$ cat config.mk
export PLATFORM = sky130hd
export DESIGN_NAME = zx_mem_top
export DESIGN_NICKNAME = d
export VERILOG_FILES = /design/src/logic/zx_mem_pkg.sv /design/src/logic/zx_mem_top.sv /design/src/logic/ula_sound_out.sv /design/src/logic/ram_address_map.sv /design/src/logic/paging_regs.sv /design/src/logic/io_port_decode.sv
export SDC_FILE = /design/constraint.sdc
export NUM_CORES = 1
export LEC_CHECK = 0
export ABC_CLOCK_PERIOD_IN_PS = 4300
export BUFFER_PORTS_ARGS = -buffer_cell sky130_fd_sc_hd__buf_2
export CAP_MARGIN = 40
export CORE_AREA = 2 2 107 109
export DETAILED_ROUTE_END_ITERATION = 12
export DIE_AREA = 0 0 109 111
export GPL_ROUTABILITY_DRIVEN = 0
export PLACE_DENSITY = 0.83
export SETUP_SLACK_MARGIN = 0.3
export SYNTH_ARGS = -nofsm -noshare
export SYNTH_HDL_FRONTEND = slang
export SYNTH_SLANG_ARGS = --single-unit
$ cat constraint.sdc
create_clock -name clk_sys -period 4.3 [get_ports clk_sys]
set_clock_uncertainty 0.15 [all_clocks]
set_input_delay 0.215 -clock clk_sys [delete_from_list [all_inputs] [get_ports clk_sys]]
set_output_delay 0.215 -clock clk_sys [all_outputs]
set_load 0.005 [all_outputs]
$ cat src/logic/zx_mem_pkg.sv
/*
 * Shared types and machine constants for the Spectrum memory paging core.
 * Modules use the scoped type names in their port lists and take the rest
 * through a wildcard import inside the module body.
 */
package zx_mem_pkg;

	// ==============================
	// Bus, address and sample types
	// ==============================

	typedef logic [15:0] cpu_addr_t;
	typedef logic [7:0]  byte_t;
	typedef logic [24:0] ram_addr_t;

	// ROM page inside the ROM area
	typedef logic [3:0]  rom_page_t;

	// 16K RAM bank number
	typedef logic [2:0]  ram_bank_t;

	typedef logic [2:0]  model_t;

	// Signed audio samples
	typedef logic [15:0] sample_t;
	typedef logic [11:0] psg_sample_t;

	// ==============================
	// Machine model codes
	// ==============================

	// Codes not listed here run as a 128
	localparam model_t MODEL_128   = 3'd0;
	localparam model_t MODEL_48    = 3'd3;
	localparam model_t MODEL_PLUS3 = 3'd4;

	// ==============================
	// Memory map
	// ==============================

	// ROM pages live above the RAM banks
	localparam logic [2:0] ROM_AREA_PREFIX = 3'd5;

	// Fixed banks seen at 4000h and 8000h
	localparam ram_bank_t SCREEN_BANK = 3'd5;
	localparam ram_bank_t MID_BANK    = 3'd2;

	// ==============================
	// Audio mix and compressor
	// ==============================

	localparam int EAR_BIT   = 12;
	localparam int MIC_BIT   = 11;
	localparam int PSG_SHIFT = 4;

	// Knee at COMP_X, gain COMP_A below it and 1/COMP_F above
	localparam sample_t COMP_F = 16'd4;
	localparam sample_t COMP_A = 16'd2;
	localparam sample_t COMP_X =
		sample_t'((32767 * (COMP_F - 1)) / (COMP_F * COMP_A - 1));
	localparam sample_t COMP_B = sample_t'(COMP_X * COMP_A);

endpackage
$ cat src/logic/zx_mem_top.sv
/*
 * Top of the Spectrum paging core.
 * Connects the port decoder, the paging registers, the RAM address map
 * and the ULA sound output. The CPU bus comes in as raw Z80 strobes.
 */
module zx_mem_top (
	input  logic                    clk_sys,
	input  logic                    reset,
	input  zx_mem_pkg::cpu_addr_t   addr,
	input  zx_mem_pkg::byte_t       data_out,
	input  logic                    n_mreq,
	input  logic                    n_iorq,
	input  logic                    n_rd,
	input  logic                    n_wr,
	input  logic                    n_m1,
	input  zx_mem_pkg::model_t      model,
	input  zx_mem_pkg::psg_sample_t psg_left,
	input  zx_mem_pkg::psg_sample_t psg_right,
	output zx_mem_pkg::ram_addr_t   ram_addr,
	output logic                    ram_rd,
	output logic                    ram_we,
	output logic [2:0]              border_color,
	output logic                    screen_page,
	output zx_mem_pkg::sample_t     audio_left,
	output zx_mem_pkg::sample_t     audio_right
);

	import zx_mem_pkg::*;

	logic      wr_7ffd;
	logic      wr_1ffd;
	logic      wr_fe;
	logic      plus3_mode;
	logic      page_lock;
	ram_bank_t ram_bank;
	rom_page_t rom_page;
	logic      special_mode;
	logic [1:0] special_cfg;

	io_port_decode io_port_decode_i (
		.clk_sys    (clk_sys),
		.reset      (reset),
		.addr       (addr),
		.n_iorq     (n_iorq),
		.n_wr       (n_wr),
		.n_m1       (n_m1),
		.plus3_mode (plus3_mode),
		.page_lock  (page_lock),
		.wr_7ffd    (wr_7ffd),
		.wr_1ffd    (wr_1ffd),
		.wr_fe      (wr_fe)
	);

	paging_regs paging_regs_i (
		.clk_sys      (clk_sys),
		.reset        (reset),
		.model        (model),
		.data_out     (data_out),
		.wr_7ffd      (wr_7ffd),
		.wr_1ffd      (wr_1ffd),
		.ram_bank     (ram_bank),
		.rom_page     (rom_page),
		.special_mode (special_mode),
		.special_cfg  (special_cfg),
		.screen_page  (screen_page),
		.plus3_mode   (plus3_mode),
		.page_lock    (page_lock)
	);

	ram_address_map ram_address_map_i (
		.addr         (addr),
		.n_mreq       (n_mreq),
		.n_rd         (n_rd),
		.n_wr         (n_wr),
		.ram_bank     (ram_bank),
		.rom_page     (rom_page),
		.special_mode (special_mode),
		.special_cfg  (special_cfg),
		.ram_addr     (ram_addr),
		.ram_rd       (ram_rd),
		.ram_we       (ram_we)
	);

	ula_sound_out ula_sound_out_i (
		.clk_sys      (clk_sys),
		.reset        (reset),
		.wr_fe        (wr_fe),
		.data_out     (data_out),
		.psg_left     (psg_left),
		.psg_right    (psg_right),
		.border_color (border_color),
		.audio_left   (audio_left),
		.audio_right  (audio_right)
	);

endmodule

$ cat src/logic/ula_sound_out.sv
/*
 * ULA output port and sound stage.
 * Latches border, ear and mic from a port FE write. Each channel adds the
 * PSG sample to the ear and mic levels in a first register stage, and a
 * second stage applies a soft-knee compressor to fit the 16-bit output.
 */
module ula_sound_out (
	input  logic                    clk_sys,
	input  logic                    reset,
	input  logic                    wr_fe,
	input  zx_mem_pkg::byte_t       data_out,
	input  zx_mem_pkg::psg_sample_t psg_left,
	input  zx_mem_pkg::psg_sample_t psg_right,
	output logic [2:0]              border_color,
	output zx_mem_pkg::sample_t     audio_left,
	output zx_mem_pkg::sample_t     audio_right
);

	import zx_mem_pkg::*;

	logic    ear;
	logic    mic;
	sample_t pre_left;
	sample_t pre_right;

	// PSG level plus beeper weights, wraps like the real adder
	function automatic sample_t mix(input psg_sample_t psg, input logic ear_in,
			input logic mic_in);
		sample_t psg_part;
		sample_t ear_part;
		sample_t mic_part;
		psg_part = sample_t'(psg) << PSG_SHIFT;
		ear_part = sample_t'(ear_in) << EAR_BIT;
		mic_part = sample_t'(mic_in) << MIC_BIT;
		mix = psg_part + ear_part + mic_part;
	endfunction

	// Gain COMP_A below the knee, 1/COMP_F above, sign kept
	function automatic sample_t compress(input sample_t s);
		sample_t mag;
		sample_t res;
		mag = s[15] ? (~s + 16'd1) : s;
		if (mag < COMP_X) begin
			res = mag * COMP_A;
		end else begin
			res = ((mag - COMP_X) / COMP_F) + COMP_B;
		end
		compress = s[15] ? ~(res - 16'd1) : res;
	endfunction

	// ==============================
	// Port FE latch
	// ==============================

	always_ff @(posedge clk_sys) begin
		if (reset) begin
			border_color <= 3'd0;
			ear          <= 1'b0;
			mic          <= 1'b0;
		end else if (wr_fe) begin
			border_color <= data_out[2:0];
			ear          <= data_out[4];
			mic          <= data_out[3];
		end
	end

	// ==============================
	// Mix and compress pipeline
	// ==============================

	always_ff @(posedge clk_sys) begin
		if (reset) begin
			pre_left    <= '0;
			pre_right   <= '0;
			audio_left  <= '0;
			audio_right <= '0;
		end else begin
			pre_left    <= mix(psg_left, ear, mic);
			pre_right   <= mix(psg_right, ear, mic);
			audio_left  <= compress(pre_left);
			audio_right <= compress(pre_right);
		end
	end

endmodule

$ cat src/logic/ram_address_map.sv
/*
 * CPU memory map into the external RAM.
 * Purely combinational. The 16K slot picked by A15..A14 selects a ROM
 * page or a RAM bank, and the low 14 bits pass straight through.
 * The +3 all-RAM modes replace the whole map with fixed bank sets.
 */
module ram_address_map (
	input  zx_mem_pkg::cpu_addr_t addr,
	input  logic                  n_mreq,
	input  logic                  n_rd,
	input  logic                  n_wr,
	input  zx_mem_pkg::ram_bank_t ram_bank,
	input  zx_mem_pkg::rom_page_t rom_page,
	input  logic                  special_mode,
	input  logic [1:0]            special_cfg,
	output zx_mem_pkg::ram_addr_t ram_addr,
	output logic                  ram_rd,
	output logic                  ram_we
);

	import zx_mem_pkg::*;

	logic [1:0] slot;
	// Page field above the 14-bit offset
	logic [6:0] page_sel;
	ram_bank_t  special_bank;
	logic       cfg_any;
	logic       cfg_one;
	logic       cfg_three;

	assign slot      = addr[15:14];
	assign cfg_any   = |special_cfg;
	assign cfg_one   = (special_cfg == 2'd1);
	assign cfg_three = (special_cfg == 2'd3);

	// ==============================
	// Special all-RAM bank table
	// ==============================

	always_comb begin
		case (slot)
			2'd0:    special_bank = {cfg_any, 2'b00};
			2'd1:    special_bank = {cfg_any, cfg_three, 1'b1};
			2'd2:    special_bank = {cfg_any, 2'b10};
			default: special_bank = {cfg_one, 2'b11};
		endcase
	end

	// ==============================
	// Page select
	// ==============================

	always_comb begin
		if (special_mode) begin
			page_sel = {4'b0000, special_bank};
		end else begin
			case (slot)
				2'd0:    page_sel = {ROM_AREA_PREFIX, rom_page};
				2'd1:    page_sel = {4'b0000, SCREEN_BANK};
				2'd2:    page_sel = {4'b0000, MID_BANK};
				default: page_sel = {4'b0000, ram_bank};
			endcase
		end
	end

	assign ram_addr = {4'b0000, page_sel, addr[13:0]};

	// ROM slot is write protected unless all-RAM mode is on
	assign ram_rd = ~n_mreq & ~n_rd;
	assign ram_we = ~n_mreq & ~n_wr & (special_mode | (slot != 2'd0));

endmodule

$ cat src/logic/paging_regs.sv
/*
 * Paging registers of the 128 and +3 machines.
 * Holds the 7FFD and 1FFD registers and the model flags latched during
 * reset, and derives the bank, ROM page, screen page, special mode and
 * lock state used by the address map and the port decoder.
 */
module paging_regs (
	input  logic                 clk_sys,
	input  logic                 reset,
	input  zx_mem_pkg::model_t   model,
	input  zx_mem_pkg::byte_t    data_out,
	input  logic                 wr_7ffd,
	input  logic                 wr_1ffd,
	output zx_mem_pkg::ram_bank_t ram_bank,
	output zx_mem_pkg::rom_page_t rom_page,
	output logic                 special_mode,
	output logic [1:0]           special_cfg,
	output logic                 screen_page,
	output logic                 plus3_mode,
	output logic                 page_lock
);

	import zx_mem_pkg::*;

	// Only the bits with a paging meaning are kept
	// 7FFD: [5] lock, [4] ROM select, [3] screen, [2:0] bank
	logic [5:0] page_7ffd;
	// 1FFD: [2:1] special config or ROM high bit, [0] special enable
	logic [2:0] page_1ffd;

	logic zx48;
	logic plus3;

	// ==============================
	// Register updates
	// ==============================

	always_ff @(posedge clk_sys) begin
		if (reset) begin
			page_7ffd <= '0;
			page_1ffd <= '0;
			zx48      <= (model == MODEL_48);
			plus3     <= (model == MODEL_PLUS3);
		end else begin
			if (wr_7ffd) begin
				page_7ffd <= data_out[5:0];
			end
			if (wr_1ffd) begin
				page_1ffd <= data_out[2:0];
			end
		end
	end

	// ==============================
	// Derived page state
	// ==============================

	// The 48 has no paging at all
	assign page_lock = zx48 | page_7ffd[5];

	always_comb begin
		if (plus3) begin
			rom_page = {2'b10, page_1ffd[2], page_7ffd[4]};
		end else begin
			rom_page = {zx48, 2'b11, zx48 | page_7ffd[4]};
		end
	end

	assign ram_bank     = page_7ffd[2:0];
	assign screen_page  = page_7ffd[3];
	assign special_mode = page_1ffd[0];
	assign special_cfg  = page_1ffd[2:1];
	assign plus3_mode   = plus3;

endmodule

$ cat src/logic/io_port_decode.sv
/*
 * Z80 I/O write decoder for the paging and ULA ports.
 * Finds the first cycle of an I/O write and issues one-cycle select
 * pulses for 7FFD, 1FFD and FE, one clock after the write appears.
 * The paging selects are qualified by the +3 flag and the paging lock.
 */
module io_port_decode (
	input  logic                 clk_sys,
	input  logic                 reset,
	input  zx_mem_pkg::cpu_addr_t addr,
	input  logic                 n_iorq,
	input  logic                 n_wr,
	input  logic                 n_m1,
	input  logic                 plus3_mode,
	input  logic                 page_lock,
	output logic                 wr_7ffd,
	output logic                 wr_1ffd,
	output logic                 wr_fe
);

	logic io_wr;
	logic io_wr_prev;
	logic io_wr_start;
	logic sel_7ffd;
	logic sel_1ffd;
	logic sel_fe;

	// I/O write outside of an interrupt acknowledge
	assign io_wr       = ~n_iorq & ~n_wr & n_m1;
	assign io_wr_start = io_wr & ~io_wr_prev;

	// ==============================
	// Port address decode
	// ==============================

	// 7FFD needs A14 high on the +3 so it does not alias 1FFD
	assign sel_7ffd = ~addr[15] & ~addr[1] & (addr[14] | ~plus3_mode) & ~page_lock;

	assign sel_1ffd = plus3_mode & (addr[15:12] == 4'b0001) & ~addr[1] & ~page_lock;

	// ULA answers on any even port
	assign sel_fe = ~addr[0];

	// ==============================
	// Edge detect and pulses
	// ==============================

	always_ff @(posedge clk_sys) begin
		if (reset) begin
			io_wr_prev <= 1'b0;
			wr_7ffd    <= 1'b0;
			wr_1ffd    <= 1'b0;
			wr_fe      <= 1'b0;
		end else begin
			io_wr_prev <= io_wr;
			wr_7ffd    <= io_wr_start & sel_7ffd;
			wr_1ffd    <= io_wr_start & sel_1ffd;
			wr_fe      <= io_wr_start & sel_fe;
		end
	end

endmodule

Yosys cells after proc, flatten, opt, wreduce, memory -nomap -nowiden
Cells that the tools add are included.
Word-level totals
  bits of input ports: 58
  output and inout port bits: 63
  word-level logic and storage cells: 84
  register bits after elaboration: 84
Operators by class
  magnitude comparators: 2
  equal/unequal tests: 7
  reductions and logical operators: 3
  mux-type cells: 12
  $add $sub $neg: 12
  bitwise logic cells: 33
Operator list (number)
  16-bit 2-to-1 mux: 8
  16-bit NOT: 4
  14-bit by 15-bit adder with 16-bit output (second input constant): 2
  16-bit by 1-bit adder with 16-bit output (second input constant): 2
  16-bit by 12-bit adder with 16-bit output: 2
  16-bit by 13-bit adder with 16-bit output: 2
  16-bit by 14-bit less-than comparator with 1-bit output (second input constant): 2
  16-bit by 1-bit subtractor with 16-bit output (second input constant): 2
  16-bit by 14-bit subtractor with 16-bit output (second input constant): 2
  7-bit one-hot mux with 3 select lines: 1
  1-bit bitwise AND: 15
  1-bit NOT: 10
  3-bit one-hot mux with 3 select lines: 1
  7-bit 2-to-1 mux: 1
  2-bit by 1-bit == test with 1-bit output (second input constant): 2
  2-bit == test (second input constant): 2
  4-bit by 1-bit == test with 1-bit output (second input constant): 1
  4-bit 2-to-1 mux: 1
  1-bit bitwise OR: 4
  3-bit by 2-bit == test with 1-bit output (second input constant): 1
  3-bit == test (second input constant): 1
  2-bit zero test: 1
  2-bit nonzero test: 1
  2-bit OR reduction: 1

Logic depth before layout (Yosys ltp)
Gate-level depths: netlist (run 1).
  depth after elaboration: 10
  depth in mapped cells: 16
  gate-level depth less buffers: 15

Modules after synthesis
A second synthesis (run 1) with hierarchy kept.
Second synthesis, totals
  cells, all modules: 654
  area total of the unflattened synthesis: 5490.3 µm²
By module, submodules not included
  ula_sound_out: cells each 559, seq. area each 1221.2 µm², instances 1, area an instance 4618.2 µm²
  paging_regs: cells each 42, seq. area each 240.2 µm², instances 1, area an instance 447.9 µm²
  ram_address_map: cells each 41, seq. area each 0.0 µm², instances 1, area an instance 276.5 µm²
  io_port_decode: cells each 12, seq. area each 80.1 µm², instances 1, area an instance 147.6 µm²

Worst setup path before layout (run 1)
Ideal clock, no wire load.
  kind: register -> register
  start point: register ula_sound_out_i.pre_right[4]
  end point: register ula_sound_out_i.audio_right[13]
  path slack: 0.111 ns
  buffers on the path: 1
  stages on the path, launching flop included: 17
  period minus slack after synthesis: 4.189 ns
  setup time: 0.072 ns
  required time: 4.078 ns
  arrival: 3.967 ns
  cell sequence: dfxtp_1 clkbuf_1 inv_1 ha_1 nand2b_1 xnor2_1 ha_1 inv_1 xnor3_1 nand2_1 and2_1 or3_1 and3_1 o31ai_1 nand3_1 o41ai_2 mux2i_1
Between the ends
  longest elaborated chain between the ends: 10
  elaborated cells on any way between the ends: 11
  classes of those cells: add/sub (4); order compare (1); mux (4); bitwise (2)
RTL lines
  from (decl): RTL line ula_sound_out.sv:24  | sample_t pre_right;
  from (signal assigned): RTL line ula_sound_out.sv:79  | pre_right <= mix(psg_right, ear, mic);
  16-bit NOT: RTL line ula_sound_out.sv:42  | mag = s[15] ? (~s + 16'd1) : s;
  16-bit by 1-bit adder with 16-bit output: RTL line ula_sound_out.sv:42
  16-bit 2-to-1 mux *: RTL line ula_sound_out.sv:42
  16-bit by 14-bit subtractor with 16-bit output: RTL line ula_sound_out.sv:46  | res = ((mag - COMP_X) / COMP_F) + COMP_B;
  14-bit by 15-bit adder with 16-bit output: RTL line ula_sound_out.sv:46
  16-bit 2-to-1 mux *: RTL line ula_sound_out.sv:43  | if (mag < COMP_X) begin
  16-bit 2-to-1 mux *: RTL line ula_sound_out.sv:72  | if (reset) begin
  16-bit by 1-bit subtractor with 16-bit output: RTL line ula_sound_out.sv:48  | compress = s[15] ? ~(res - 16'd1) : res;
  16-bit NOT: RTL line ula_sound_out.sv:48
  16-bit 2-to-1 mux *: RTL line ula_sound_out.sv:48
  to (signal assigned): RTL line ula_sound_out.sv:81  | audio_right <= compress(pre_right);
  to (decl): RTL line ula_sound_out.sv:16  | output zx_mem_pkg::sample_t audio_right
Every way passes the cells marked *; elsewhere a longest branch is shown, timed or not. The select of a mux whose other input is x is not followed.
A chain may end at the register's enable or synchronous reset.

Worst setup path in the final report (run 1)
  start point: register ula_sound_out_i.pre_right[6]
  end point: register ula_sound_out_i.audio_right[13]
The elaborated chain is that of the path after synthesis.

==> summary.md, run 1 <==
| Metric | Value |
|---|---|
| Setup slack on the worst flop-to-flop path | `0.45 ns` |
| Cell class contributing the biggest share of worst-path delay | `compound AO/OA/AOI/OAI gates` |
| PnR Total Power | `2200 uW` |
| Average wire per standard cell | `14.3 microns` |
| Num ports | `121` |
| CP max stage cell | `sky130_fd_sc_hd__or3_1` |
| Final Hold Vio Count | `0` |
| Clock latency of the later-clocked register in the worst-skew pair | `0.34 ns` |
| Worst hold-check path type | `in -> reg` |
| Critical Setup Path Class | `reg -> reg` |
| Area share of the leading cell type in the synthesized netlist | `27.4%` |
| Final count of negative-setup-slack endpoints | `0` |
| Number of clock buffers inserted by TritonCTS | `9` |
| Global Route Usage Sum | `21.8%` |
| Min Clock Period, post-route | `3.85 ns` |
| Worst stage delay on the critical path | `0.49 ns` |
| Post-DP HPWL | `9400 microns` |
| R2r worst-path depth | `12` |
| DRC violations left | `0` |
| Cell chain of the critical path | `or3_1 > buf_4 > o41ai_4 > xnor2_1 > a21oi_1 > o21ai_1 > buf_4 > and3_1 > a2111oi_4 > nand3_1 > o41ai_2 > mux2i_1` |
| Fraction of final layout cells with drive strength greater than 1 | `21.0%` |
| Cell count after synthesis | `660` |
| Count of distinct cell types in the synthesized netlist | `76` |
| Min-Delay Endpoint | `paging_regs_i.page_7ffd[0]$_SDFFE_PP0P_` |
| Data arrival time of the worst path | `3.97 ns` |
| Die outline area | `12,100 sq um` |
| Dominant cells by area after synthesis | `sky130_fd_sc_hd__dfxtp_1 (27%), sky130_fd_sc_hd__xnor2_1 (7.3%), sky130_fd_sc_hd__nor2_1 (5.0%), sky130_fd_sc_hd__xor2_1 (3.9%), sky130_fd_sc_hd__mux2i_1 (3.7%)` |
| Cell occurring most often along the worst timing path | `sky130_fd_sc_hd__buf_4` |
| Avg Cell Area, Syn | `8.18 sq um` |
| Number of antenna violations at the first check in global routing | `0` |
| Share of flip-flops with an asynchronous set or reset | `0%` |
| Power dissipated by switching net loads | `738 uW` |
| Final cycle utilization of the critical path | `89.5%` |
| WP buf/inv | `2` |
| Commonest cells in the synthesized netlist | `sky130_fd_sc_hd__dfxtp_1 (74), sky130_fd_sc_hd__nor2_1 (72), sky130_fd_sc_hd__xnor2_1 (45)` |
| Synthesized cell area | `5400 sq um` |
| Vias | `5,085` |
| Maximum net fanout on the critical path | `13` |
| Via density | `5.60` |
| Synth Flop Type | `sky130_fd_sc_hd__dfxtp_1` |
| Unrepaired setup endpoints after global routing | `yes` |
| Maximum vdd ir drop | `0.162 mV` |
| Floorplan Core Area | `11,100 sq um` |
| Run status | `completed` |
| Number of diodes added for antenna fixing | `0` |
| Final ANT Viol Nets | `0` |
| R2r startpoint | `ula_sound_out_i.pre_right[6]$_SDFF_PP0_` |
| Yosys Warn Count | `0` |
| Tightest Pin Transition | `0.688 ns` |
| Global Route met1 Usage | `26.7%` |
| Vias in the first global route | `4,666` |
| Sequential share of the synthesized area | `28.5%` |
| Req. time, crit path | `4.42 ns` |
| Relative area change from synthesis to final layout | `21.1%` |
| Pwr per Cell Area | `336 nW/um^2` |
| Yosys reg bits | `76` |
| TritonCTS clock tree | `yes` |
| Switching power share of the total | `33.6%` |
| Worst slew margin relative to its limit | `53.8%` |
| Detailed router's first-iteration violation count | `345` |
| Setup TNS Final | `0 ns` |
| Floorplan row count | `39` |
| Critical path endpoint category | `register` |
| Startpoint Class | `register` |
| Logic pwr share | `32.0%` |
| Count of final max-slew check failures | `0` |
| Starting density of the core | `48.8%` |
| Max capacitance violation total | `0` |
| TritonCTS sink count | `76` |
| Clock tree root buffer cell | `sky130_fd_sc_hd__clkbuf_16` |
| Met2 track demand over resource in global routing | `37.6%` |
| Clock share of power | `31.7%` |
| Horizontal extent of the die | `109 microns` |
| Global-route wire length before repair | `21,400 microns` |
| Met3 Usage GRT | `4.06%` |
| Total routed wirelength | `13,000 microns` |
| Net count reported at finish | `832` |
| Hold path depth | `3` |
| Most repeated cell in the gate-level netlist after synthesis | `sky130_fd_sc_hd__dfxtp_1` |
| # H-tree levels | `3` |
| Clock-pin slew on the worst setup and hold paths | `0.06 ns` |
| Terminus of the critical flop-to-flop path | `ula_sound_out_i.audio_right[13]$_SDFF_PP0_` |
| Worst-case clock buffer depth | `2` |
| Detailed-routing iteration count for the pre-antenna-repair pass | `4` |
| Max Fclk | `260 MHz` |
| Min-Delay Startpoint | `data_out[0]` |
| Post-synth top area cell | `sky130_fd_sc_hd__dfxtp_1` |
| Vertical extent of the die | `111 microns` |
| Cell-internal power | `1460 uW` |
| Number of synthesized flops with an enable pin | `2` |
| Congestion Overflow GR | `0` |
| Port-buffer cells | `93` |
| Pin count of the biggest net entering global routing | `48` |
| Static power due to leakage | `0.00262 uW` |
| Post-route worst hold slack | `0.00481 ns` |
| Global routing's busiest layer | `met2` |
| Portion of total power attributed to sequential cells | `36.3%` |
==> area by class of cell <==
cell class	instances	area, sq um
Sequential cell	76	1540
Timing Repair Buffer	140	886
Clock inverter	6	40.0
Multi-Input combinational cell	509	3570
Inverter	24	90.1
Clock buffer	10	229
Tap cell	143	179
Fill cell	980	4540
==> worst min-delay path, stage by stage <==
cell and delay [ns]:
sky130_fd_sc_hd__buf_2 0.10, sky130_fd_sc_hd__mux2i_1 0.07, sky130_fd_sc_hd__nor2_1 0.07
==> cell families after synthesis <==
kind of cell	Yosys count	share of synthesized area, %
and+or+nand+nor	234	21.6
AOI/OAI and AO/OA	160	21.8
buffers and inverters	79	7.30
DFF	76	28.5
xor gates and xnor gates	75	13.3
muxes	21	3.92
adders and majority gates	14	3.52
other	1	0.0694
==> worst max-delay path by stage <==
stage / start / endpoint / cells past startpoint
after global placement: ula_sound_out_i.pre_right[5]$_SDFF_PP0_ / ula_sound_out_i.audio_right[13]$_SDFF_PP0_ / 15
final: ula_sound_out_i.pre_right[6]$_SDFF_PP0_ / ula_sound_out_i.audio_right[13]$_SDFF_PP0_ / 12
after detailed placement: ula_sound_out_i.pre_right[5]$_SDFF_PP0_ / ula_sound_out_i.audio_right[13]$_SDFF_PP0_ / 14
after CTS: ula_sound_out_i.pre_right[5]$_SDFF_PP0_ / ula_sound_out_i.audio_right[13]$_SDFF_PP0_ / 15
after global routing: ula_sound_out_i.pre_right[15]$_SDFF_PP0_ / ula_sound_out_i.audio_right[13]$_SDFF_PP0_ / 11
after floorplan: ula_sound_out_i.pre_right[4]$_SDFF_PP0_ / ula_sound_out_i.audio_right[13]$_SDFF_PP0_ / 16
==> registers in the layout, summed over array words and instances, names as in the netlist <==
| signal | cells |
|---|---|
| ula_sound_out_i.audio_left | 16 |
| ula_sound_out_i.audio_right | 16 |
| ula_sound_out_i.pre_left | 12 |
| ula_sound_out_i.pre_right | 12 |
| paging_regs_i.page_7ffd | 6 |
| paging_regs_i.page_1ffd | 3 |
| ula_sound_out_i.border_color | 3 |
| io_port_decode_i.io_wr_prev | 1 |
| io_port_decode_i.wr_1ffd | 1 |
| io_port_decode_i.wr_7ffd | 1 |
| io_port_decode_i.wr_fe | 1 |
| paging_regs_i.plus3_mode | 1 |
| paging_regs_i.zx48 | 1 |
| ula_sound_out_i.ear | 1 |
| ula_sound_out_i.mic | 1 |
==> what timing repair did <==
item	4_1_cts	5_1_grt
endpoints found under the hold margin	27	0
resized for setup	2	16
endpoints found under the setup margin	1	11
hold buffers	27	0
pin swaps	1	0
buffers inserted	1	0
==> through the flow <==
stage | utilization [%] | setup WS (ns) | area (sq um) | cells
3_5_place_dp | 53.4 | 0.264 | 5910 | 864
4_1_cts | 58.4 | 0.353 | 6460 | 908
2_1_floorplan | - | 0.381 | 5430 | 664
5_1_grt | 59.1 | 0.205 | 6540 | 908
3_3_place_gp | 53.4 | 0.344 | 5910 | 864
6_report | 59.1 | 0.452 | 6540 | 908
==> power groups by stage <==
stage,Sequential [uW],Combinational [uW],Clock (uW)
final,799,704,698
after CTS,798,684,708
after floorplan,804,504,0
after detailed placement,814,657,0
after global placement,812,648,0
after global routing,805,778,753
==> cells in the final DEF (no fill, tap or decap), types with 6 or more instances in the layout <==
cell type                       instances
sky130_fd_sc_hd__o21ai_1                6
sky130_fd_sc_hd__xnor2_1               44
sky130_fd_sc_hd__or3_1                  9
sky130_fd_sc_hd__buf_2                 93
sky130_fd_sc_hd__nand2b_1              10
sky130_fd_sc_hd__nor2_1                72
sky130_fd_sc_hd__nor3_1                21
sky130_fd_sc_hd__dfxtp_1               72
sky130_fd_sc_hd__xor2_1                23
sky130_fd_sc_hd__ha_1                  11
sky130_fd_sc_hd__and3_1                 6
sky130_fd_sc_hd__inv_1                 23
sky130_fd_sc_hd__a211oi_1               8
sky130_fd_sc_hd__o211ai_1               6
sky130_fd_sc_hd__buf_4                 20
sky130_fd_sc_hd__a31oi_1               10
sky130_fd_sc_hd__nand3_1               12
sky130_fd_sc_hd__mux2i_1               20
sky130_fd_sc_hd__nand2_1               43
sky130_fd_sc_hd__clkbuf_16              9
sky130_fd_sc_hd__dlygate4sd3_1         27
sky130_fd_sc_hd__o21ai_0               30
sky130_fd_sc_hd__nor4_1                 6
sky130_fd_sc_hd__nor2b_1               22
sky130_fd_sc_hd__a21oi_1               34
==> routing by layer <==
metal  share of wire [%]  wire length (microns)
met5                   0                      0
met4                 2.4                    307
met3                 4.7                    615
met2                  50                   6520
met1                  43                   5580
(Power assumes the default switching activity.)
==> run 2, diff against run 1 <==
--- a/config.mk
+++ b/config.mk
@@ -5,14 +5,15 @@
 export SDC_FILE = /design/constraint.sdc
 export NUM_CORES = 1
 export LEC_CHECK = 0
+export ABC_AREA = 1
 export ABC_CLOCK_PERIOD_IN_PS = 4300
 export BUFFER_PORTS_ARGS = -buffer_cell sky130_fd_sc_hd__buf_2
 export CAP_MARGIN = 40
-export CORE_AREA = 2 2 107 109
+export CORE_AREA = 2 2 104 106
 export DETAILED_ROUTE_END_ITERATION = 12
-export DIE_AREA = 0 0 109 111
+export DIE_AREA = 0 0 106 108
 export GPL_ROUTABILITY_DRIVEN = 0
-export PLACE_DENSITY = 0.83
+export PLACE_DENSITY = 0.82
 export SETUP_SLACK_MARGIN = 0.3
 export SYNTH_ARGS = -nofsm -noshare
 export SYNTH_HDL_FRONTEND = slang
==> summary.md, run 2 <==
| Metric | Value |
|---|---|
| Run status | `completed` |
| Floorplan row count | `37 (-5.1%)` |
| Synth Flop Type | `sky130_fd_sc_hd__dfxtp_1` |
| Area share of the leading cell type in the synthesized netlist | `29.7% (+2.2 points)` |
| PnR Total Power | `2010 uW (-8.8%)` |
| Starting density of the core | `48.8% (about the same)` |
| Critical path endpoint category | `register` |
| Number of diodes added for antenna fixing | `0 (unchanged)` |
| Worst setup endpoint | `ula_sound_out_i.audio_left[13]$_SDFF_PP0_` |
| Critical Setup Path Class | `reg -> reg` |
| # H-tree levels | `3 (unchanged)` |
| Worst-case clock buffer depth | `2 (unchanged)` |
| Detailed router's first-iteration violation count | `239 (-31%)` |
| Relative area change from synthesis to final layout | `20.2%` |
| Num ports | `121 (unchanged)` |
| Count of distinct cell types in the synthesized netlist | `44 (-42%)` |
| Worst slew margin relative to its limit | `60.8% (+7.0 points)` |
| Leading cell type in the layout, fill and taps excluded | `sky130_fd_sc_hd__nand2_1` |
| Unrepaired setup endpoints after global routing | `no` |
| Setup TNS Final | `0 ns (unchanged)` |
| Congestion Overflow GR | `0 (unchanged)` |
| Synthesized cell area | `4990 sq um (-7.6%)` |
| Yosys reg bits | `76 (unchanged)` |
| Number of antenna violations at the first check in global routing | `0 (unchanged)` |
| Average wire per standard cell | `11.8 microns (-18%)` |
| Sequential share of the synthesized area | `30.9% (+2.3 points)` |
| Port-buffer cells | `93 (unchanged)` |
| Terminus of the critical flop-to-flop path | `ula_sound_out_i.audio_left[13]$_SDFF_PP0_` |
| Vias in the first global route | `4,484 (-3.9%)` |
| Clock-pin slew on the worst setup and hold paths | `0.08 ns (+0.02 ns)` |
| Top library cells by usage in the layout, fill and taps aside | `sky130_fd_sc_hd__nand2_1 (193), sky130_fd_sc_hd__inv_1 (107), sky130_fd_sc_hd__buf_2 (93)` |
| Final ANT Viol Nets | `0 (unchanged)` |
| Share of the synthesized area in compound gates (AO/OA/AOI/OAI) | `10.9% (-11 points)` |
| Multi-input combinational cell area | `2790 sq um (-22%)` |
| Data arrival time of the worst path | `3.51 ns (-0.46 ns)` |
| Xor/xnor share of the synthesized area | `3.48% (-9.8 points)` |
| Avg Cell Area, Syn | `6.51 sq um (-20%)` |
| DRC violations left | `0 (unchanged)` |
| Number of synthesized flops with an enable pin | `2 (unchanged)` |
| Number of setup buffers added after CTS | `0 (-1)` |
| R2r startpoint | `ula_sound_out_i.pre_left[4]$_SDFF_PP0_` |
| TritonCTS clock tree | `yes` |
| Share of flip-flops with an asynchronous set or reset | `0% (unchanged)` |
| Post-synth top area cell | `sky130_fd_sc_hd__dfxtp_1` |
| Setup slack on the worst flop-to-flop path | `0.89 ns (+0.44 ns)` |
| Global-route wire length before repair | `20,100 microns (-6.3%)` |
| Adder-cell share of the synthesized area | `3.81% (+0.29 points)` |
| Timing startpoint of the critical path | `ula_sound_out_i.pre_left[4]$_SDFF_PP0_` |
| Final count of negative-setup-slack endpoints | `0 (unchanged)` |
| Detailed-routing iteration count for the pre-antenna-repair pass | `5 (+1)` |
| Area fraction in and, or, nand and nor cells after synthesis | `37.4% (+16 points)` |
| Commonest cells in the synthesized netlist | `sky130_fd_sc_hd__nand2_1 (193), sky130_fd_sc_hd__inv_1 (107), sky130_fd_sc_hd__nor2_1 (91)` |
| Post-DP HPWL | `8910 microns (-5.2%)` |
| TritonCTS sink count | `76 (unchanged)` |
| R2r worst-path depth | `21 (+9)` |
| Net count reported at finish | `950 (+14%)` |
| Min-Delay Startpoint | `addr[1]` |
| Min Clock Period, post-route | `3.41 ns (-0.440 ns)` |
| Via density | `4.90 (-13%)` |
| Max Fclk | `293 MHz (+13%)` |
| Number of clock buffers inserted by TritonCTS | `9 (unchanged)` |
| Flip-flop and latch area | `1540 sq um (-0.16%)` |
| Max capacitance violation total | `0 (unchanged)` |
| Fraction of final layout cells with drive strength greater than 1 | `18.3% (-2.7 points)` |
| Maximum net fanout on the critical path | `6 (-7)` |
| Yosys Warn Count | `0 (unchanged)` |
| Final Core Density | `58.7% (-0.39 points)` |
| Die outline area | `11,400 sq um (-5.4%)` |
| Layout fillers | `965 (-1.5%)` |
| Pwr per Cell Area | `334 nW/um^2 (-0.57%)` |
| Worst hold-check path type | `in -> reg` |
| Vertical extent of the die | `108 microns (-2.7%)` |
| Dominant cells by area after synthesis | `sky130_fd_sc_hd__dfxtp_1 (30%), sky130_fd_sc_hd__nand2_1 (15%), sky130_fd_sc_hd__inv_1 (8.0%), sky130_fd_sc_hd__nor2_1 (6.8%), sky130_fd_sc_hd__nand3_1 (5.9%)` |
| Horizontal extent of the die | `106 microns (-2.8%)` |
| Clock tree root buffer cell | `sky130_fd_sc_hd__clkbuf_8` |
| Most repeated cell in the gate-level netlist after synthesis | `sky130_fd_sc_hd__nand2_1` |
| Tightest Pin Transition | `0.588 ns (-0.0999 ns)` |
| Pin count of the biggest net entering global routing | `31 (-35%)` |
| Static power due to leakage | `0.00316 uW (+20%)` |
| Total routed wirelength | `12,000 microns (-8.0%)` |
| Finished Layout Cells | `1,019 (+12%)` |
| Startpoint Class | `register` |
| Final Hold Vio Count | `0 (unchanged)` |
| Share of cell area taken by muxes after synthesis | `0% (-3.9 points)` |
| Largest regs | `ula_sound_out_i.audio_left: 16 flops, ula_sound_out_i.audio_right: 16 flops` |
| Floorplan Core Area | `10,200 sq um (-7.6%)` |
| Largest family of logic cells by synthesized area | `simple AND/OR/NAND/NOR gates` |
| Final cycle utilization of the critical path | `79.2% (-10 points)` |
| Global Route Usage Sum | `21.5% (-0.30 points)` |
| Maximum vdd ir drop | `0.174 mV (+7.7%)` |
| Worst slack after detailed placement | `0.949 ns (+0.686 ns)` |
| Post-route setup slack | `0.892 ns (+0.440 ns)` |
| Req. time, crit path | `4.40 ns (-0.02 ns)` |
| Vias | `4,989 (-1.9%)` |
| Cell count after synthesis | `767 (+16%)` |
| Number of placed instances with taps included | `969 (+12%)` |
| Count of final max-slew check failures | `0 (unchanged)` |
| Clock latency of the later-clocked register in the worst-skew pair | `0.36 ns (+0.02 ns)` |
==> run 2: cell types whose count changed after synthesis, moves of 20 or more <==
cell | previous run | this run
sky130_fd_sc_hd__xnor2_1 | 45 | 7
sky130_fd_sc_hd__inv_1 | 23 | 107
sky130_fd_sc_hd__nand2_1 | 43 | 193
sky130_fd_sc_hd__mux2i_1 | 20 | 0
sky130_fd_sc_hd__nor2b_1 | 22 | 0
sky130_fd_sc_hd__nand3_1 | 12 | 59
==> run 2: how the worst min path moves through the flow <==
stage / to / slack, ns / cells after the start
5_1_grt: io_port_decode_i.wr_7ffd$_SDFF_PP0_ / 0.03 / 4
3_5_place_dp: io_port_decode_i.io_wr_prev$_SDFF_PP0_ / 0.25 / 2
3_3_place_gp: io_port_decode_i.io_wr_prev$_SDFF_PP0_ / 0.25 / 2
2_1_floorplan: io_port_decode_i.wr_fe$_SDFF_PP0_ / 0.14 / 1
6_report: io_port_decode_i.wr_7ffd$_SDFF_PP0_ / 0.01 / 4
4_1_cts: io_port_decode_i.wr_7ffd$_SDFF_PP0_ / 0.007 / 4
==> run 2: power breakdown <==
| part | switching, uW | leakage [uW] | total [uW] | internal, uW |
|---|---|---|---|---|
| logic | 397 | 0.00242 | 636 | 239 |
| clock network | 295 | 0.000107 | 584 | 289 |
| registers | 23.5 | 0.000630 | 787 | 763 |
==> run 2: kinds of logic after synthesis <==
family          Yosys count
xor+xnor                 19
flops                    76
compound gates           97
buf+inv                 151
other cells               1
simple gates            409
fa+ha+maj                14
==> run 2: layout make-up <==
type                       count  share of cell area (%)
timing repair buffer         131                    14.3
clock buffer                  10                    2.29
inverter                     116                    7.25
multi-input combinational    544                    46.5
sequential                    76                    25.7
clock inverter                 6                    1.17
tap                          136                    2.84
==> run 2: stage by stage <==
stage	area [sq um]	hold WS, ns
global placement	5430	0.246
finish	6000	0.0121
detailed placement	5450	0.247
floorplan	5010	0.141
CTS	6000	0.00721
global route	6000	0.0270
==> run 2: what timing repair did <==
item / 4_1_cts / 5_1_grt
resized for setup: 0 / 0
endpoints found under the hold margin: 37 / 0
setup endpoints to repair: 0 / 0
hold buffers: 34 / 0
==> run 2: worst max-delay path: stages, from the launching register on <==
cell and delay, ns:
sky130_fd_sc_hd__dfxtp_1 0.49, sky130_fd_sc_hd__inv_1 0.10, sky130_fd_sc_hd__ha_1 0.33, sky130_fd_sc_hd__inv_1 0.06
sky130_fd_sc_hd__nand2_1 0.04, sky130_fd_sc_hd__o21ai_1 0.24, sky130_fd_sc_hd__inv_1 0.08, sky130_fd_sc_hd__ha_1 0.33
sky130_fd_sc_hd__a21oi_1 0.21, sky130_fd_sc_hd__nand2_1 0.09, sky130_fd_sc_hd__nand2_1 0.10, sky130_fd_sc_hd__nand2_1 0.08
sky130_fd_sc_hd__o21ai_1 0.21, sky130_fd_sc_hd__nand2_1 0.08, sky130_fd_sc_hd__nand2_1 0.07, sky130_fd_sc_hd__nand3_1 0.07
sky130_fd_sc_hd__nand2_1 0.13, sky130_fd_sc_hd__nand3_4 0.11, sky130_fd_sc_hd__o21ai_2 0.15, sky130_fd_sc_hd__nand2_1 0.06
sky130_fd_sc_hd__nand2_1 0.05, sky130_fd_sc_hd__nor2_1 0.05
==> run 2: per-layer routing <==
metal,up-vias,wire length [microns],GRT usage (%)
met5,-,0,0
met4,0,177,6.11
met3,19,658,4.94
met2,129,5720,37.6
met1,2214,5430,26.6
li1,2627,-,-
==> run 3, diff against run 2 <==
--- a/config.mk
+++ b/config.mk
@@ -6,14 +6,14 @@
 export NUM_CORES = 1
 export LEC_CHECK = 0
 export ABC_AREA = 1
-export ABC_CLOCK_PERIOD_IN_PS = 4300
+export ABC_CLOCK_PERIOD_IN_PS = 3560
 export BUFFER_PORTS_ARGS = -buffer_cell sky130_fd_sc_hd__buf_2
 export CAP_MARGIN = 40
-export CORE_AREA = 2 2 104 106
+export CORE_AREA = 2 2 100 102
 export DETAILED_ROUTE_END_ITERATION = 12
-export DIE_AREA = 0 0 106 108
+export DIE_AREA = 0 0 102 104
 export GPL_ROUTABILITY_DRIVEN = 0
-export PLACE_DENSITY = 0.82
+export PLACE_DENSITY = 0.85
 export SETUP_SLACK_MARGIN = 0.3
 export SYNTH_ARGS = -nofsm -noshare
 export SYNTH_HDL_FRONTEND = slang
==> constraint.sdc (replaced) <==
create_clock -name clk_sys -period 3.56 [get_ports clk_sys]
set_clock_uncertainty 0.15 [all_clocks]
set_input_delay 0.178 -clock clk_sys [delete_from_list [all_inputs] [get_ports clk_sys]]
set_output_delay 0.178 -clock clk_sys [all_outputs]
set_load 0.005 [all_outputs]
==> summary.md, run 3 (synthesized netlist as in run 2, its figures left out) <==
| Metric | Value |
|---|---|
| Congestion Overflow GR | `0 (unchanged)` |
| Relative area change from synthesis to final layout | `22.9%` |
| Critical Setup Path Class | `reg -> reg` |
| Worst hold-check path type | `in -> reg` |
| Portion of total power attributed to sequential cells | `39.4% (+0.2 points)` |
| Max capacitance violation total | `0 (unchanged)` |
| Final Hold Vio Count | `0 (unchanged)` |
| Floorplan row count | `36 (-2.7%)` |
| Detailed-routing iteration count for the pre-antenna-repair pass | `5 (unchanged)` |
| Global-route wire length before repair | `21,400 microns (+6.7%)` |
| Final cycle utilization of the critical path | `87.3% (+8.0 points)` |
| Num ports | `121 (unchanged)` |
| Startpoint Class | `register` |
| Post-DP HPWL | `8650 microns (-2.9%)` |
| Die outline area | `10,600 sq um (-7.3%)` |
| Logic pwr share | `33.2% (+1.5 points)` |
| Final count of negative-setup-slack endpoints | `0 (unchanged)` |
| Max Fclk | `322 MHz (+9.7%)` |
| Critical path endpoint category | `register` |
| Starting density of the core | `52.3% (+3.5 points)` |
| Port-buffer cells | `93 (unchanged)` |
| Timing startpoint of the critical path | `ula_sound_out_i.pre_right[4]$_SDFF_PP0_` |
| Maximum vdd ir drop | `0.206 mV (+18%)` |
| TritonCTS sink count | `76 (unchanged)` |
| Global Route Usage Sum | `24.5% (+3.1 points)` |
| Pwr per Cell Area | `394 nW/um^2 (+18%)` |
| Worst-case clock buffer depth | `2 (unchanged)` |
| # H-tree levels | `3 (unchanged)` |
| Count of final max-slew check failures | `0 (unchanged)` |
| Net count reported at finish | `964 (+1.5%)` |
| DRC violations left | `0 (unchanged)` |
| Static power due to leakage | `0.00322 uW (+2.1%)` |
| Detailed router's first-iteration violation count | `221 (-7.5%)` |
| Horizontal extent of the die | `102 microns (-3.8%)` |
| Clock tree root buffer cell | `sky130_fd_sc_hd__clkbuf_8` |
| Vias | `5,124 (+2.7%)` |
| R2r worst-path depth | `19 (-9.5%)` |
| Setup TNS Final | `0 ns (unchanged)` |
| Req. time, crit path | `3.68 ns (-0.72 ns)` |
| Vertical extent of the die | `104 microns (-3.7%)` |
| Vias in the first global route | `4,816 (+7.4%)` |
| Fraction of final layout cells with drive strength greater than 1 | `20.3% (+1.9 points)` |
| R2r startpoint | `ula_sound_out_i.pre_right[4]$_SDFF_PP0_` |
| Cell-internal power | `1520 uW (+17%)` |
| Run status | `completed` |
| Maximum net fanout on the critical path | `5 (-1)` |
| Area after DPL | `5450 sq um (-0.16%)` |
| Top library cells by usage in the layout, fill and taps aside | `sky130_fd_sc_hd__nand2_1 (190), sky130_fd_sc_hd__inv_1 (107), sky130_fd_sc_hd__buf_2 (93)` |
| Data arrival time of the worst path | `3.23 ns (-0.28 ns)` |
| Terminus of the critical flop-to-flop path | `ula_sound_out_i.audio_right[14]$_SDFF_PP0_` |
| Final instance area | `6140 sq um (+2.2%)` |
| Number of antenna violations at the first check in global routing | `0 (unchanged)` |
| Power dissipated by switching net loads | `902 uW (+26%)` |
| Number of diodes added for antenna fixing | `0 (unchanged)` |
| Setup slack on the worst flop-to-flop path | `0.45 ns (-0.44 ns)` |
| Post-route worst hold slack | `0.0153 ns (+0.00325 ns)` |
| Pin count of the biggest net entering global routing | `31 (unchanged)` |
| Clock latency of the later-clocked register in the worst-skew pair | `0.36 ns (about the same)` |
| Floorplan Core Area | `9550 sq um (-6.7%)` |
| TritonCTS clock tree | `yes` |
| Average wire per standard cell | `12.3 microns (+4.5%)` |
| Worst setup endpoint | `ula_sound_out_i.audio_right[14]$_SDFF_PP0_` |
| Min Clock Period, post-route | `3.11 ns (-0.300 ns)` |
| Final ANT Viol Nets | `0 (unchanged)` |
| Largest regs | `ula_sound_out_i.audio_left: 16 flops, ula_sound_out_i.audio_right: 16 flops` |
| Via density | `4.97 (+1.6%)` |
| Clock share of power | `27.4% (-1.7 points)` |
| Leading cell type in the layout, fill and taps excluded | `sky130_fd_sc_hd__nand2_1` |
| Number of clock buffers inserted by TritonCTS | `9 (unchanged)` |
| Switching power share of the total | `37.3% (+1.7 points)` |
| Total routed wirelength | `12,700 microns (+5.7%)` |
| Unrepaired setup endpoints after global routing | `no` |
| Clock-pin slew on the worst setup and hold paths | `0.10 ns (+0.02 ns)` |
==> run 3: changes by cell type in the layout (fill, tap and decap cells not counted), moves of 2 or more <==
| cell | change |
|---|---|
| sky130_fd_sc_hd__buf_4 | +9 |
| sky130_fd_sc_hd__dfxtp_1 | -4 |
| sky130_fd_sc_hd__dfxtp_2 | +2 |
| sky130_fd_sc_hd__dfxtp_4 | +2 |
| sky130_fd_sc_hd__dlygate4sd3_1 | +6 |
| sky130_fd_sc_hd__inv_4 | +2 |
| sky130_fd_sc_hd__nand2_1 | -3 |
| sky130_fd_sc_hd__nand2_2 | +3 |
| sky130_fd_sc_hd__o21ai_1 | -3 |
| sky130_fd_sc_hd__o21ai_2 | +3 |
==> run 3: power by group through the flow <==
stage          combinational, uW  clock (uW)  sequential (uW)
5_1_grt                      914         702              961
3_5_place_dp                 722           0              973
3_3_place_gp                 708           0              971
2_1_floorplan                552           0              975
6_report                     804         663              952
4_1_cts                      762         673              953
==> run 3: repair_timing <==
| item | 4_1_cts | 5_1_grt |
|---|---|---|
| hold buffers | 40 | 0 |
| endpoints found under the setup margin | 0 | 15 |
| gates resized for setup | 0 | 17 |
| hold endpoints to repair | 41 | 0 |
| setup buffers | 0 | 6 |
==> run 3: how the worst min path moves through the flow <==
stage | depth (start not counted) | start | end
2_1_floorplan | 1 | addr[0] | io_port_decode_i.wr_fe$_SDFF_PP0_
3_3_place_gp | 0 | addr[11] | ram_addr[11]
3_5_place_dp | 0 | addr[11] | ram_addr[11]
4_1_cts | 3 | n_wr | io_port_decode_i.wr_fe$_SDFF_PP0_
5_1_grt | 3 | n_wr | io_port_decode_i.wr_fe$_SDFF_PP0_
6_report | 4 | n_wr | io_port_decode_i.wr_7ffd$_SDFF_PP0_
==> run 3: metrics by stage <==
step | power, uW | util, % | setup WS, ns | instances
6_report | 2420 | 64.3 | 0.452 | 1030
3_3_place_gp | 1680 | 57.0 | 0.466 | 968
2_1_floorplan | 1530 | - | 0.608 | 771
5_1_grt | 2580 | 64.3 | 0.262 | 1030
3_5_place_dp | 1690 | 57.0 | 0.346 | 968
4_1_cts | 2390 | 63.2 | 0.311 | 1024
==> run 3: layout make-up <==
class                   instances  area, sq um
multi-input cells             544         2830
clock inverters                 6         52.6
fillers                       869         3410
repair buffers                145          956
well taps                     133          166
flip-flops and latches         76         1550
clock buffers                  10          138
inverters                     116          438
==> run 3: critical path: stages, from the launching register on <==
cell	delay [ns]
sky130_fd_sc_hd__dfxtp_2	0.39
sky130_fd_sc_hd__inv_2	0.08
sky130_fd_sc_hd__ha_1	0.29
sky130_fd_sc_hd__nand2_1	0.12
sky130_fd_sc_hd__o21ai_2	0.10
sky130_fd_sc_hd__ha_1	0.22
sky130_fd_sc_hd__xnor2_1	0.34
sky130_fd_sc_hd__nand2_1	0.13
sky130_fd_sc_hd__nand2_1	0.14
sky130_fd_sc_hd__nand2_1	0.09
sky130_fd_sc_hd__o21ai_2	0.18
sky130_fd_sc_hd__inv_1	0.07
sky130_fd_sc_hd__nand2_1	0.07
sky130_fd_sc_hd__nand3_1	0.07
sky130_fd_sc_hd__nand2_1	0.15
sky130_fd_sc_hd__nand3_1	0.12
sky130_fd_sc_hd__nand2_1	0.11
sky130_fd_sc_hd__nand3_1	0.08
sky130_fd_sc_hd__nand2_1	0.06
sky130_fd_sc_hd__nor2_1	0.04
==> run 3: layer usage <==
layer	GRT usage, %	part of all wire [%]	routed length (microns)
met5	0	0	0
met4	9.33	2.1	265
met3	4.17	5.6	715
met2	40.8	48	6080
met1	31.5	44	5610
